## src/decodePkg.sv

```systemverilog
// decode package
// word and field widths, opcode map, alu operation codes, select encodings
// and the two views of one instruction word
package decodePkg;

   localparam int dataW   = 16;
   localparam int regSelW = 3;

   // one word, read as immediate format or as register format
   typedef union packed {
      struct packed {
         logic [4:0]         opcode;
         logic [regSelW-1:0] rs;
         logic [regSelW-1:0] rd;
         logic [4:0]         imm5;  // also low bits of imm8 and imm11
      } iView;
      struct packed {
         logic [4:0]         opcode;
         logic [regSelW-1:0] rs;
         logic [regSelW-1:0] rt;
         logic [regSelW-1:0] rd;
         logic [1:0]         func;
      } rView;
   } instrWord_t;

   // opcodes
   localparam logic [4:0] opHalt    = 5'b00000;
   localparam logic [4:0] opNop     = 5'b00001;
   localparam logic [4:0] opJ       = 5'b00100;
   localparam logic [4:0] opJal     = 5'b00110;
   localparam logic [4:0] opAddi    = 5'b01000;
   localparam logic [4:0] opSubi    = 5'b01001;
   localparam logic [4:0] opXori    = 5'b01010;
   localparam logic [4:0] opAndni   = 5'b01011;
   localparam logic [4:0] opBeqz    = 5'b01100;
   localparam logic [4:0] opBnez    = 5'b01101;
   localparam logic [4:0] opBltz    = 5'b01110;
   localparam logic [4:0] opBgez    = 5'b01111;
   localparam logic [4:0] opSt      = 5'b10000;
   localparam logic [4:0] opLd      = 5'b10001;
   localparam logic [4:0] opSlbi    = 5'b10010;
   localparam logic [4:0] opStu     = 5'b10011;
   localparam logic [4:0] opRoli    = 5'b10100;
   localparam logic [4:0] opSlli    = 5'b10101;
   localparam logic [4:0] opRori    = 5'b10110;
   localparam logic [4:0] opSrli    = 5'b10111;
   localparam logic [4:0] opLbi     = 5'b11000;
   localparam logic [4:0] opShiftRR = 5'b11010;  // rol sll ror srl by func
   localparam logic [4:0] opAluRR   = 5'b11011;  // add sub xor andn by func

   // alu operations
   localparam logic [3:0] aluAdd   = 4'h0;
   localparam logic [3:0] aluSub   = 4'h1;
   localparam logic [3:0] aluXor   = 4'h2;
   localparam logic [3:0] aluAndn  = 4'h3;
   localparam logic [3:0] aluRol   = 4'h4;
   localparam logic [3:0] aluSll   = 4'h5;
   localparam logic [3:0] aluRor   = 4'h6;
   localparam logic [3:0] aluSrl   = 4'h7;
   localparam logic [3:0] aluPassB = 4'h8;
   localparam logic [3:0] aluSlbi  = 4'h9;  // (a << 8) | b

   // b operand source
   localparam logic [1:0] bSrcRegB = 2'd0;
   localparam logic [1:0] bSrcImm5 = 2'd1;
   localparam logic [1:0] bSrcImm8 = 2'd2;
   localparam logic [1:0] bSrcZero = 2'd3;

   // writeback source
   localparam logic [1:0] wbAlu = 2'd0;
   localparam logic [1:0] wbMem = 2'd1;
   localparam logic [1:0] wbPc2 = 2'd2;
   localparam logic [1:0] wbImm = 2'd3;

   // destination register field
   localparam logic [1:0] destRs = 2'd0;  // bits 10:8
   localparam logic [1:0] destRt = 2'd1;  // bits 7:5
   localparam logic [1:0] destRd = 2'd2;  // bits 4:2
   localparam logic [1:0] destR7 = 2'd3;

   localparam logic [dataW-1:0] nopWord = {opNop, 11'b0};

endpackage

```

## src/controlUnit.sv

```systemverilog
// control unit
// decodes the opcode, and the function field of register-format words,
// into alu operation, operand and writeback selects and control bits
// unknown opcodes raise err and leave every select at its nop value
`timescale 1ns/100ps
module controlUnit (
   input  decodePkg::instrWord_t instr,
   output logic [3:0]            aluOp,
   output logic [1:0]            bSrc,
   output logic [1:0]            wbSel,
   output logic [1:0]            regDest,
   output logic                  memWrt,
   output logic                  readEn,
   output logic                  regWrtOut,
   output logic                  stuSel,
   output logic                  zeroSel,
   output logic [2:0]            brchSig,
   output logic                  jmpSel,
   output logic                  halt,
   output logic                  err
);
   import decodePkg::*;

   logic [4:0] opcode;

   // shift group or arithmetic group, then one of four in the group
   function automatic logic [3:0] aluFromSel(input logic shift, input logic [1:0] sel);
      case ({shift, sel})
         3'b000:  return aluAdd;
         3'b001:  return aluSub;
         3'b010:  return aluXor;
         3'b011:  return aluAndn;
         3'b100:  return aluRol;
         3'b101:  return aluSll;
         3'b110:  return aluRor;
         default: return aluSrl;
      endcase
   endfunction

   assign opcode = instr.iView.opcode;

   always_comb begin
      // nop values
      aluOp     = aluAdd;
      bSrc      = bSrcZero;
      wbSel     = wbAlu;
      regDest   = destRs;
      memWrt    = 1'b0;
      readEn    = 1'b0;
      regWrtOut = 1'b0;
      stuSel    = 1'b0;
      zeroSel   = 1'b0;
      brchSig   = 3'b000;
      jmpSel    = 1'b0;
      halt      = 1'b0;
      err       = 1'b0;
      case (opcode)
         opHalt: halt = 1'b1;
         opNop: ;  // defaults already
         opAddi, opSubi, opXori, opAndni, opRoli, opSlli, opRori, opSrli: begin
            aluOp     = aluFromSel(opcode[2], opcode[1:0]);
            bSrc      = bSrcImm5;
            zeroSel   = opcode[2] | opcode[1];  // only addi and subi sign-extend
            regWrtOut = 1'b1;
            regDest   = destRt;
         end
         opAluRR, opShiftRR: begin
            aluOp     = aluFromSel(~opcode[0], instr.rView.func);
            bSrc      = bSrcRegB;
            regWrtOut = 1'b1;
            regDest   = destRd;
         end
         opSt: begin
            bSrc   = bSrcImm5;  // address is rs + imm5
            memWrt = 1'b1;
         end
         opLd: begin
            bSrc      = bSrcImm5;
            readEn    = 1'b1;
            wbSel     = wbMem;
            regWrtOut = 1'b1;
            regDest   = destRt;
         end
         opStu: begin
            bSrc      = bSrcImm5;
            memWrt    = 1'b1;
            stuSel    = 1'b1;   // store data is regB
            regWrtOut = 1'b1;   // rs gets the effective address
            regDest   = destRs;
         end
         opLbi: begin
            aluOp     = aluPassB;
            bSrc      = bSrcImm8;
            wbSel     = wbImm;
            regWrtOut = 1'b1;
         end
         opSlbi: begin
            aluOp     = aluSlbi;
            bSrc      = bSrcImm8;
            zeroSel   = 1'b1;
            regWrtOut = 1'b1;
         end
         opBeqz, opBnez, opBltz, opBgez: brchSig = {1'b1, opcode[1:0]};  // alu passes rs
         opJ: jmpSel = 1'b1;
         opJal: begin
            jmpSel    = 1'b1;
            wbSel     = wbPc2;  // link address
            regWrtOut = 1'b1;
            regDest   = destR7;
         end
         default: err = 1'b1;
      endcase
   end

endmodule

```

## src/decode.sv

```systemverilog
// decode stage
// reads operands, builds the immediates, selects the b operand and
// registers one decoded instruction for execute
// an empty queue decodes as nop with decValid low
`timescale 1ns/100ps
module decode (
   input  logic                         clk,
   input  logic                         rstN,
   input  logic                         popValid,
   input  logic [decodePkg::dataW-1:0]   popWord,
   output logic                         popReady,
   input  logic                         exHold,
   input  logic                         regWrt,
   input  logic [decodePkg::regSelW-1:0] wrtReg,
   input  logic [decodePkg::dataW-1:0]   wbData,
   output logic                         decValid,
   output logic [3:0]                   aluOp,
   output logic [decodePkg::dataW-1:0]   inA,
   output logic [decodePkg::dataW-1:0]   inB,
   output logic [decodePkg::dataW-1:0]   wrtData,
   output logic [decodePkg::dataW-1:0]   imm8,
   output logic [decodePkg::dataW-1:0]   imm11,
   output logic [decodePkg::regSelW-1:0] wrtRegOut,
   output logic                         regWrtOut,
   output logic                         memWrt,
   output logic                         readEn,
   output logic [1:0]                   wbSel,
   output logic [2:0]                   brchSig,
   output logic                         jmpSel,
   output logic                         halt,
   output logic                         err
);
   import decodePkg::*;

   instrWord_t         instr;
   logic [dataW-1:0]   regA, regB, imm5, imm8Nxt, imm11Nxt, inBNxt;
   logic [regSelW-1:0] wrtRegNxt;
   logic [3:0]         aluOpNxt;
   logic [2:0]         brchNxt;
   logic [1:0]         bSrc, wbSelNxt, regDest;
   logic               memWrtNxt, readEnNxt, regWrtNxt, jmpNxt, haltNxt, errNxt;
   logic               stuSel, zeroSel;

   assign popReady = !exHold;
   assign instr    = popValid ? popWord : nopWord;  // bubble decodes as nop

   regFile regFile0 (
      .clk(clk), .rstN(rstN),
      .rdSel1(instr.iView.rs), .rdSel2(instr.rView.rt),
      .wrSel(wrtReg), .wrData(wbData), .wrEn(regWrt),
      .rdData1(regA), .rdData2(regB)
   );

   controlUnit controlUnit0 (
      .instr(instr), .aluOp(aluOpNxt), .bSrc(bSrc), .wbSel(wbSelNxt),
      .regDest(regDest), .memWrt(memWrtNxt), .readEn(readEnNxt),
      .regWrtOut(regWrtNxt), .stuSel(stuSel), .zeroSel(zeroSel),
      .brchSig(brchNxt), .jmpSel(jmpNxt), .halt(haltNxt), .err(errNxt)
   );

   // imm8 and imm11 span the rd and rs fields of the immediate view
   assign imm5 = zeroSel ? {11'b0, instr.iView.imm5}
                         : {{11{instr.iView.imm5[4]}}, instr.iView.imm5};
   assign imm8Nxt = zeroSel ? {8'b0, instr.iView.rd, instr.iView.imm5}
                            : {{8{instr.iView.rd[2]}}, instr.iView.rd, instr.iView.imm5};
   assign imm11Nxt = {{5{instr.iView.rs[2]}}, instr.iView.rs, instr.iView.rd, instr.iView.imm5};

   always_comb begin
      case (bSrc)
         bSrcRegB: inBNxt = regB;
         bSrcImm5: inBNxt = imm5;
         bSrcImm8: inBNxt = imm8Nxt;
         default:  inBNxt = '0;
      endcase
      case (regDest)
         destRs:  wrtRegNxt = instr.iView.rs;
         destRt:  wrtRegNxt = instr.rView.rt;
         destRd:  wrtRegNxt = instr.rView.rd;
         default: wrtRegNxt = '1;  // r7, jal link
      endcase
   end

   // control half of the output register
   always_ff @(posedge clk or negedge rstN) begin
      if (!rstN) begin
         decValid  <= 1'b0;
         regWrtOut <= 1'b0;
         memWrt    <= 1'b0;
         readEn    <= 1'b0;
         brchSig   <= 3'b000;
         jmpSel    <= 1'b0;
         halt      <= 1'b0;
         err       <= 1'b0;
      end else if (!exHold) begin
         decValid  <= popValid;
         regWrtOut <= regWrtNxt;
         memWrt    <= memWrtNxt;
         readEn    <= readEnNxt;
         brchSig   <= brchNxt;
         jmpSel    <= jmpNxt;
         halt      <= haltNxt;
         err       <= errNxt;
      end
   end

   // payload half, held with the control half
   always_ff @(posedge clk) begin
      if (!exHold) begin
         aluOp     <= aluOpNxt;
         inA       <= regA;
         inB       <= inBNxt;
         wrtData   <= stuSel ? regB : inBNxt;  // stu stores rt, not the offset
         imm8      <= imm8Nxt;
         imm11     <= imm11Nxt;
         wrtRegOut <= wrtRegNxt;
         wbSel     <= wbSelNxt;
      end
   end

endmodule

```

## src/decodeSubsystem.sv

```systemverilog
// decode subsystem top
// fetch, instruction queue and decode stage in a chain
// wishbone master port out, writeback and execute hold in
`timescale 1ns/100ps
module decodeSubsystem #(
   parameter int QUEUE_DEPTH = 4
) (
   input  logic                         clk,
   input  logic                         rstN,
   input  logic                         go,
   output logic                         wbCyc,
   output logic                         wbStb,
   output logic                         wbWe,
   output logic [decodePkg::dataW-1:0]   wbAdr,
   input  logic [decodePkg::dataW-1:0]   wbDatI,
   input  logic                         wbAck,
   input  logic                         regWrt,
   input  logic [decodePkg::regSelW-1:0] wrtReg,
   input  logic [decodePkg::dataW-1:0]   wbData,
   input  logic                         exHold,
   output logic                         decValid,
   output logic [3:0]                   aluOp,
   output logic [decodePkg::dataW-1:0]   inA,
   output logic [decodePkg::dataW-1:0]   inB,
   output logic [decodePkg::dataW-1:0]   wrtData,
   output logic [decodePkg::dataW-1:0]   imm8,
   output logic [decodePkg::dataW-1:0]   imm11,
   output logic [decodePkg::regSelW-1:0] wrtRegOut,
   output logic                         regWrtOut,
   output logic                         memWrt,
   output logic                         readEn,
   output logic [1:0]                   wbSel,
   output logic [2:0]                   brchSig,
   output logic                         jmpSel,
   output logic                         halt,
   output logic                         err
);
   import decodePkg::*;

   localparam int spaceW = $clog2(QUEUE_DEPTH+1);

   logic [spaceW-1:0] qSpace;
   logic              pushValid, popValid, popReady;
   logic [dataW-1:0]  pushWord, popWord;

   assign wbWe = 1'b0;  // instruction port only reads

   fetchUnit #(.QUEUE_DEPTH(QUEUE_DEPTH)) fetchUnit0 (
      .clk(clk), .rstN(rstN), .go(go),
      .wbCyc(wbCyc), .wbStb(wbStb), .wbAdr(wbAdr), .wbDatI(wbDatI), .wbAck(wbAck),
      .pushValid(pushValid), .pushWord(pushWord), .qSpace(qSpace)
   );

   instrQueue #(.QUEUE_DEPTH(QUEUE_DEPTH)) instrQueue0 (
      .clk(clk), .rstN(rstN),
      .pushValid(pushValid), .pushWord(pushWord), .qSpace(qSpace),
      .popValid(popValid), .popWord(popWord), .popReady(popReady)
   );

   decode decode0 (
      .clk(clk), .rstN(rstN),
      .popValid(popValid), .popWord(popWord), .popReady(popReady), .exHold(exHold),
      .regWrt(regWrt), .wrtReg(wrtReg), .wbData(wbData),
      .decValid(decValid), .aluOp(aluOp), .inA(inA), .inB(inB), .wrtData(wrtData),
      .imm8(imm8), .imm11(imm11), .wrtRegOut(wrtRegOut), .regWrtOut(regWrtOut),
      .memWrt(memWrt), .readEn(readEn), .wbSel(wbSel), .brchSig(brchSig),
      .jmpSel(jmpSel), .halt(halt), .err(err)
   );

endmodule

```

## src/fetchUnit.sv

```systemverilog
// instruction fetch
// wishbone classic master reading sequential words from address zero
// each acknowledged word goes into the queue in the cycle of its ack
`timescale 1ns/100ps
module fetchUnit #(
   parameter int QUEUE_DEPTH = 4
) (
   input  logic                               clk,
   input  logic                               rstN,
   input  logic                               go,
   output logic                               wbCyc,
   output logic                               wbStb,
   output logic [decodePkg::dataW-1:0]         wbAdr,
   input  logic [decodePkg::dataW-1:0]         wbDatI,
   input  logic                               wbAck,
   output logic                               pushValid,
   output logic [decodePkg::dataW-1:0]         pushWord,
   input  logic [$clog2(QUEUE_DEPTH+1)-1:0]   qSpace
);
   import decodePkg::*;

   logic [dataW-1:0] pc;
   logic             reqActive;  // one request on the bus at most
   logic             done;

   assign done = reqActive & wbAck;

   always_ff @(posedge clk or negedge rstN) begin
      if (!rstN) begin
         pc        <= '0;
         reqActive <= 1'b0;
      end else if (done) begin
         pc        <= pc + dataW'(2);
         reqActive <= go && (qSpace > 1);  // slot left after this push
      end else if (!reqActive) begin
         reqActive <= go && (qSpace != 0);
      end
   end

   assign wbCyc     = reqActive;
   assign wbStb     = reqActive;
   assign wbAdr     = pc;
   assign pushValid = done;
   assign pushWord  = wbDatI;

endmodule

```

## src/instrQueue.sv

```systemverilog
// instruction queue
// circular buffer between fetch and decode, push and pop in one cycle
// qSpace tells fetch how many slots are free
`timescale 1ns/100ps
module instrQueue #(
   parameter int QUEUE_DEPTH = 4
) (
   input  logic                               clk,
   input  logic                               rstN,
   input  logic                               pushValid,
   input  logic [decodePkg::dataW-1:0]         pushWord,
   output logic [$clog2(QUEUE_DEPTH+1)-1:0]   qSpace,
   output logic                               popValid,
   output logic [decodePkg::dataW-1:0]         popWord,
   input  logic                               popReady
);
   import decodePkg::*;

   localparam int ptrW = (QUEUE_DEPTH > 1) ? $clog2(QUEUE_DEPTH) : 1;
   localparam int cntW = $clog2(QUEUE_DEPTH+1);

   logic [dataW-1:0] mem [QUEUE_DEPTH];
   logic [ptrW-1:0]  wrPtr;
   logic [ptrW-1:0]  rdPtr;
   logic [cntW-1:0]  count;
   logic             pop;

   assign pop = popValid & popReady;

   always_ff @(posedge clk or negedge rstN) begin
      if (!rstN) begin
         wrPtr <= '0;
         rdPtr <= '0;
         count <= '0;
      end else begin
         if (pushValid) begin
            wrPtr <= (wrPtr == ptrW'(QUEUE_DEPTH-1)) ? '0 : wrPtr + 1'b1;
         end
         if (pop) begin
            rdPtr <= (rdPtr == ptrW'(QUEUE_DEPTH-1)) ? '0 : rdPtr + 1'b1;
         end
         count <= count + cntW'(pushValid) - cntW'(pop);
      end
   end

   always_ff @(posedge clk) begin
      if (pushValid) begin
         mem[wrPtr] <= pushWord;
      end
   end

   assign popValid = (count != '0);
   assign popWord  = mem[rdPtr];
   assign qSpace   = cntW'(QUEUE_DEPTH) - count;

endmodule

```

## src/regFile.sv

```systemverilog
// register file
// eight 16-bit registers, two combinational read ports and one write port
// a write becomes visible to reads after the clock edge
`timescale 1ns/100ps
module regFile (
   input  logic                         clk,
   input  logic                         rstN,
   input  logic [decodePkg::regSelW-1:0] rdSel1,
   input  logic [decodePkg::regSelW-1:0] rdSel2,
   input  logic [decodePkg::regSelW-1:0] wrSel,
   input  logic [decodePkg::dataW-1:0]   wrData,
   input  logic                         wrEn,
   output logic [decodePkg::dataW-1:0]   rdData1,
   output logic [decodePkg::dataW-1:0]   rdData2
);
   import decodePkg::*;

   logic [dataW-1:0] regs [2**regSelW];

   always_ff @(posedge clk or negedge rstN) begin
      if (!rstN) begin
         for (int i = 0; i < 2**regSelW; i++) begin
            regs[i] <= '0;
         end
      end else if (wrEn) begin
         regs[wrSel] <= wrData;  // writeback from the later stages
      end
   end

   assign rdData1 = regs[rdSel1];  // no bypass of a same-cycle write
   assign rdData2 = regs[rdSel2];

endmodule

```

## config.mk

```make
export PLATFORM = sky130hd
export DESIGN_NAME = decodeSubsystem
export DESIGN_NICKNAME = d
export VERILOG_FILES = /design/src/decodePkg.sv /design/src/controlUnit.sv /design/src/decode.sv /design/src/decodeSubsystem.sv /design/src/fetchUnit.sv /design/src/instrQueue.sv /design/src/regFile.sv
export SDC_FILE = /design/constraint.sdc
export NUM_CORES = 1
export LEC_CHECK = 0
export BUFFER_PORTS_ARGS = -buffer_cell sky130_fd_sc_hd__buf_4
export CAP_MARGIN = 40
export CORE_MARGIN = 2
export CORE_UTILIZATION = 45
export DETAILED_ROUTE_END_ITERATION = 10
export GPL_TIMING_DRIVEN = 0
export PLACE_DENSITY_LB_ADDON = 0.12
export SYNTH_ARGS = -nofsm -noshare
export SYNTH_HDL_FRONTEND = slang
export SYNTH_SLANG_ARGS = --single-unit
```

## constraint.sdc

```tcl
create_clock -name clk -period 6 [get_ports clk]
set_clock_uncertainty 0.1 [all_clocks]
set_input_delay 1.5 -clock clk [delete_from_list [all_inputs] [get_ports clk]]
set_output_delay 1.5 -clock clk [all_outputs]
set_load 0.005 [all_outputs]
```

# After elaboration in Yosys (flattened, before gate mapping)
# Memories as Yosys holds them, arrays and structs flattened.
# Cells that the tools add are included.
dict set report totals {
  register_bits 246
  mem_bits_rw 64
  input_bits 41
  output_inout_bits 118
  wordCells 145
  n_memories 1
}
dict set report classes {
  addsub 6
  n_lt_le_gt_ge 5
  n_eq_ne 40
  n_mux 36
  n_bitwise 7
  n_reduce_logical 21
}
# name words word_bits rd rd_clocked_by_memory_dff write_ports line
set mem_list {}
lappend mem_list {instrQueue0.mem 4 16 1 0 1 instrQueue.sv:22} ;# logic [dataW-1:0] mem [QUEUE_DEPTH];
# operator n
set ops {}
lappend ops {{two-way mux 16 bit} 9}
lappend ops {{bitwise mux 128 bit} 1}
lappend ops {{binary-select mux 16 bit (select 3 bit)} 2}
lappend ops {{equality test 5 bit, second input constant} 11}
lappend ops {{demux 16 bit (select 3 bit)} 1}
lappend ops {{one-hot mux 16 bit (3 select lines)} 1}
lappend ops {{one-hot mux 3 bit (7 select lines)} 2}
lappend ops {{equality test 5 x 4 -> 1 bit, second input constant} 8}
lappend ops {{OR reduction 23 bit} 1}
lappend ops {{equality test 3 bit, second input constant} 6}
lappend ops {{one-hot mux 2 bit (3 select lines)} 3}
lappend ops {{adder 16 x 2 -> 16 bit, second input constant} 1}
lappend ops {{one-hot mux 4 bit (4 select lines)} 1}
lappend ops {{OR reduction 15 bit} 1}
lappend ops {{equality test 3 x 2 -> 1 bit, second input constant} 4}
lappend ops {{greater-or-equal comparator 4 bit, second input constant} 3}
lappend ops {{NOT 3 -> 4 bit} 3}
lappend ops {{two-way mux 1 bit} 11}
lappend ops {{OR reduction 11 bit} 1}
lappend ops {{equality test 5 x 3 -> 1 bit, second input constant} 2}
lappend ops {{one-hot mux 3 bit (3 select lines)} 1}
lappend ops {{OR reduction 9 bit} 1}
lappend ops {{equality test 2 bit, second input constant} 4}
lappend ops {{OR reduction 2 bit} 4}
lappend ops {{23 further kinds} 33}

# Logic depth before layout (Yosys ltp)
dict set report depth {
  depth_word 8
  mapped_depth 13
  mapped_depth_nobuf 11
}

# Hierarchy
# From an unflattened synthesis, not the netlist that was laid out.
dict set report unflattened {
  cells_unflattened 895
  hier_area_um2 14538.9
}
# module n_inst cells_each area_each_um2 seq_area_each_um2
set by_module_without_submodules {}
lappend by_module_without_submodules {regFile 1 393 7000.5 3203.1}
lappend by_module_without_submodules {decode 1 224 3329.4 2322.2}
lappend by_module_without_submodules {instrQueue 1 126 2803.9 2097.0}
lappend by_module_without_submodules {fetchUnit 1 77 835.8 400.4}
lappend by_module_without_submodules {controlUnit 1 73 558.0 0.0}
lappend by_module_without_submodules {decodeSubsystem 1 2 11.3 0.0}

# Worst setup path after synthesis
# OpenSTA, ideal clock, no wires.
dict set report synth_path {
  kind {in2reg}
  startpoint {input exHold}
  endpoint {register decode0.decValid}
  setup_ps 128
  arrival_time_ps 3324
  required_time_ps 5772
  path_slack_ps 2448
  cell_stages 2
  n_path_buf 0
  cell_sequence {inv_1 mux2_2}
}
# item line
set synth_rtl {}
lappend synth_rtl {{start: declaration} decodeSubsystem.sv:20} ;# input logic exHold,
lappend synth_rtl {{end signal: assignment} decode.sv:95} ;# decValid <= popValid;
lappend synth_rtl {{end: declaration} decode.sv:16} ;# output logic decValid,
# No word-level cell between the ends.

# Worst setup path after layout
dict set report layout_path {
  startpoint {register instrQueue0.count[1]}
  endpoint {register instrQueue0.count[2]}
}
dict set report layout_via {
  elab_chain_len 3
  elab_cells_between_ends 4
  cone_classes {add/sub: 2; bitwise: 1; reduce/logical: 1}
}
# item line
set layout_rtl {}
lappend layout_rtl {{start: declaration} instrQueue.sv:25} ;# logic [cntW-1:0] count;
lappend layout_rtl {{start signal: assignment} instrQueue.sv:42} ;# count <= count + cntW'(pushValid) - cntW'(pop);
lappend layout_rtl {{nonzero test 3 bit} instrQueue.sv:52} ;# assign popValid = (count != '0);
lappend layout_rtl {{AND 1 bit} instrQueue.sv:28} ;# assign pop = popValid & popReady;
lappend layout_rtl {{net instrQueue0.pop} instrQueue.sv:26} ;# logic pop;
lappend layout_rtl {{subtractor 3 x 1 -> 3 bit} instrQueue.sv:42}
# The timed path passes the listed nets, and every way through them passes these cells.
# A chain may end at the register's enable or synchronous reset.

==> impl_results.md <==
- Status: finished, final reports clean
- Critical R2R Capture: instrQueue0.count[2]
- Yosys top cell area share: 28.66%
- WP data required: 6320 ps
- Slew HR: 40.14%
- DRC: 0
- Leakage: 7.241 nW
- Sequential share of the synthesized area: 57.07%
- Synth cell types: 68
- Final weighted congestion in routability-driven placement: 0.8419
- Final setup fails: 0
- Crit path DAT: 4390 ps
- GRT overflow: 0
- Rows: 64
- HP Class: reg -> reg
- Hold Path Origin: fetchUnit0.wbAdr[15]
- Number of inserted diodes: 0
- Largest net degree at the start of global routing: 99
- Max_cap viols: 0
- Yosys warns: 0
- Setup TNS: 0 ps
- R2r worst-path depth: 13
- Initial antenna violation count: 0
- CP Max Fanout: 10
- CTS tree: done
- Final ANT Viol Nets: 0
- Hold-fix buffers at CTS: 0
- DR pass1 iterations: 6
- H-tree depth: 2
- Vias per inst: 5.749
- Initial core utilization: 45.84%
- Synth Area in Compound Gates: 8.028%
- #FFs+latches synth: 294
- GR Util All Layers: 23.74%
- Die ar.: 0.03267 sq mm
- Worst-margin pin slew: 897.9 ps
- Layout cell share with drive strength beyond 1: 32.77%
- Area contributors post-synth: dfrtp_1 (29%), edfxtp_1 (28%), mux2_2 (12%)
- Die X: 180.8 microns
- Final net count: 1381
- Post-synth top area cell: dfrtp_1
- Gate Count Post-Synth: 1121
- Period utilisation layout: 67.80%
- Largest family of logic cells by synthesized area: multiplexers
- IO Count: 159
- Fmax: 245.8 MHz
- Via Count: 10050
- Clock-pin slew on the worst setup and hold paths: 50 ps
- Resized cells post-CTS: 0
- Vias in the first global route: 9849
- Mux cell area share after synthesis: 18.92%
- RSZ-0062 raised after global routing: false
- Dominant synthesized flop cell: dfrtp_1
- Final hold slack: 376.9 ps
- Port bufs: 152
- TritonCTS Buffers: 34
- DR iter-0 viols: 876
- PD cells: 580.6 mW/mm^2
- Final Power: 9.928 mW
- Ys async rst share: 54.76%
- Setup slack, reg-to-reg: 1930 ps
- Synth Area in XOR/XNOR: 1.121%
- Synthesized area: 0.01406 sq mm
- EDFF count, synth: 133
- Peak supply drop: 0.3116 mV
- Slew Viols, Final: 0
- Worst-Skew Late Latency: 520 ps
- Tmin final: 4068 ps
- Dpl hpwl: 26640 microns
- CP endpoint kind: flop
- Hold depth: 1
- Reg2reg start: instrQueue0.count[1]
- Sink Count: 294
- Synthesized area per cell: 12.54 sq um
- Final Hold Viols: 0
- Setup CP Type: reg -> reg
- Die Y: 180.8 microns
- First-pass GRT wire length: 59410 microns
- Synth Area in Simple Gates: 9.870%
- Clock Path Buffers: 3
- DR WL/cell: 22.30 microns
- CORE AREA: 0.03067 sq mm
- Area grow syn2layout: 21.64%
- Hold Crit Endpoint: fetchUnit0.wbAdr[15]
- Post-CTS Setup Inserts: 0
- Synth Area in Adders: 1.210%
- Crit start category: flop
- CTS root buffer: clkbuf_16
- Post-Route WL: 38980 microns
-- cell families after synthesis --
logic type / count (synthesis)
and+or+nand+nor: 298
DFF: 294
muxes: 227
AOI/OAI and AO/OA: 164
buffers and inverters: 106
xor gates and xnor gates: 18
adders and majority gates: 13
other: 1
-- where the power goes --
part	leakage (nW)	internal, mW	switching, mW	total, mW
registers	3.24	2.83	0.326	3.15
clock network	0.579	1.36	0.809	2.17
logic	3.42	1.91	2.69	4.61
total	7.24	6.10	3.83	9.93
-- cell usage after synthesis (3+ instances only) --
master      n
dfrtp_1   161
mux2_2    150
nand2_1   145
edfxtp_1  133
mux2i_1    61
nand3_1    46
clkbuf_1   40
o21ai_0    40
nor2_1     37
a21oi_1    32
buf_4      29
inv_1      20
o22ai_1    20
mux4_2     16
a222oi_1   14
xnor2_1    13
ha_1       12
buf_2      11
nor2b_1    11
nand2b_1    9
and3_1      8
o221a_2     8
or3_1       8
and2_1      7
nand4_1     7
o31ai_1     7
o32ai_1     5
xor2_1      5
a211oi_1    4
o32a_1      4
a31oi_1     3
inv_2       3
nand4b_1    3
nor3_1      3
o221ai_1    3
-- layer usage --
layer / GRT usage, % / share of wire, %
met1: 34.65 / 46
met2: 35.35 / 44
met3: 5.765 / 8.1
met4: 6.774 / 2.5
met5: 0 / 0
-- worst max-delay path, cell delays in order (launching register included) --
cell	delay [ps]
dfrtp_1	430
inv_1	90
ha_1	180
ha_1	310
clkbuf_1	580
clkbuf_1	620
nor2_1	380
ha_1	370
inv_1	60
ha_1	130
inv_1	50
fa_1	370
xnor2_1	180
xnor2_1	130
-- sequential cells by signal (all words and copies together) (netlist names), 2 cells and up --
register and flops:
decode0.aluOp 4, decode0.brchSig 3, decode0.imm11 11, decode0.inA 16, decode0.inB 16, decode0.regFile0.regs 128, decode0.wbSel 2, decode0.wrtData 16
decode0.wrtRegOut 3, fetchUnit0.wbAdr 15, instrQueue0.count 3, instrQueue0.mem 64, instrQueue0.rdPtr 2, instrQueue0.wrPtr 2
-- cells in the final DEF, fill, tap and decap left out, types with 19 or more instances in the layout --
| cell type | n |
|---|---|
| mux2_2 | 150 |
| a21oi_1 | 32 |
| buf_4 | 182 |
| o21ai_0 | 40 |
| nor2_1 | 37 |
| dfrtp_1 | 161 |
| mux2i_1 | 61 |
| inv_1 | 19 |
| nand2_1 | 145 |
| clkbuf_16 | 37 |
| o22ai_1 | 20 |
| nand3_1 | 46 |
| edfxtp_1 | 133 |
| clkbuf_1 | 47 |
-- metrics by stage --
stage / cells / setup WS (ps) / utilization [%] / instance area (sq um)
global route: 1748 / 1728 / 55.76 / 17100
finish: 1748 / 1932 / 55.76 / 17100
detailed placement: 1687 / 2013 / 51.93 / 15930
floorplan: 1122 / 2448 / - / 14060
global placement: 1670 / 1552 / 51.19 / 15700
CTS: 1748 / 1944 / 55.76 / 17100
-- area by class of cell --
class	instances	area (sq um)
clock buffer	46	979.7
sequential	294	8023
timing repair buffer	169	1360
inverter	24	92.59
multi-input combinational	722	5517
fill	2616	13570
buffer	82	437.9
clock inverter	15	195.2
tap	396	495.5
-- how the worst max path moves through the flow --
stage / startpoint / end / slack, ps / cells after the start
2_1_floorplan: exHold / decode0.decValid / 2450 / 2
3_3_place_gp: wrtReg[0] / decode0.regFile0.regs[89] / 1550 / 5
3_5_place_dp: instrQueue0.count[1] / instrQueue0.count[2] / 2010 / 13
4_1_cts: instrQueue0.count[1] / instrQueue0.count[2] / 1940 / 13
5_1_grt: instrQueue0.count[1] / instrQueue0.count[2] / 1730 / 13
6_report: instrQueue0.count[1] / instrQueue0.count[2] / 1930 / 13
No activity file was read; power rests on OpenSTA's default activity.
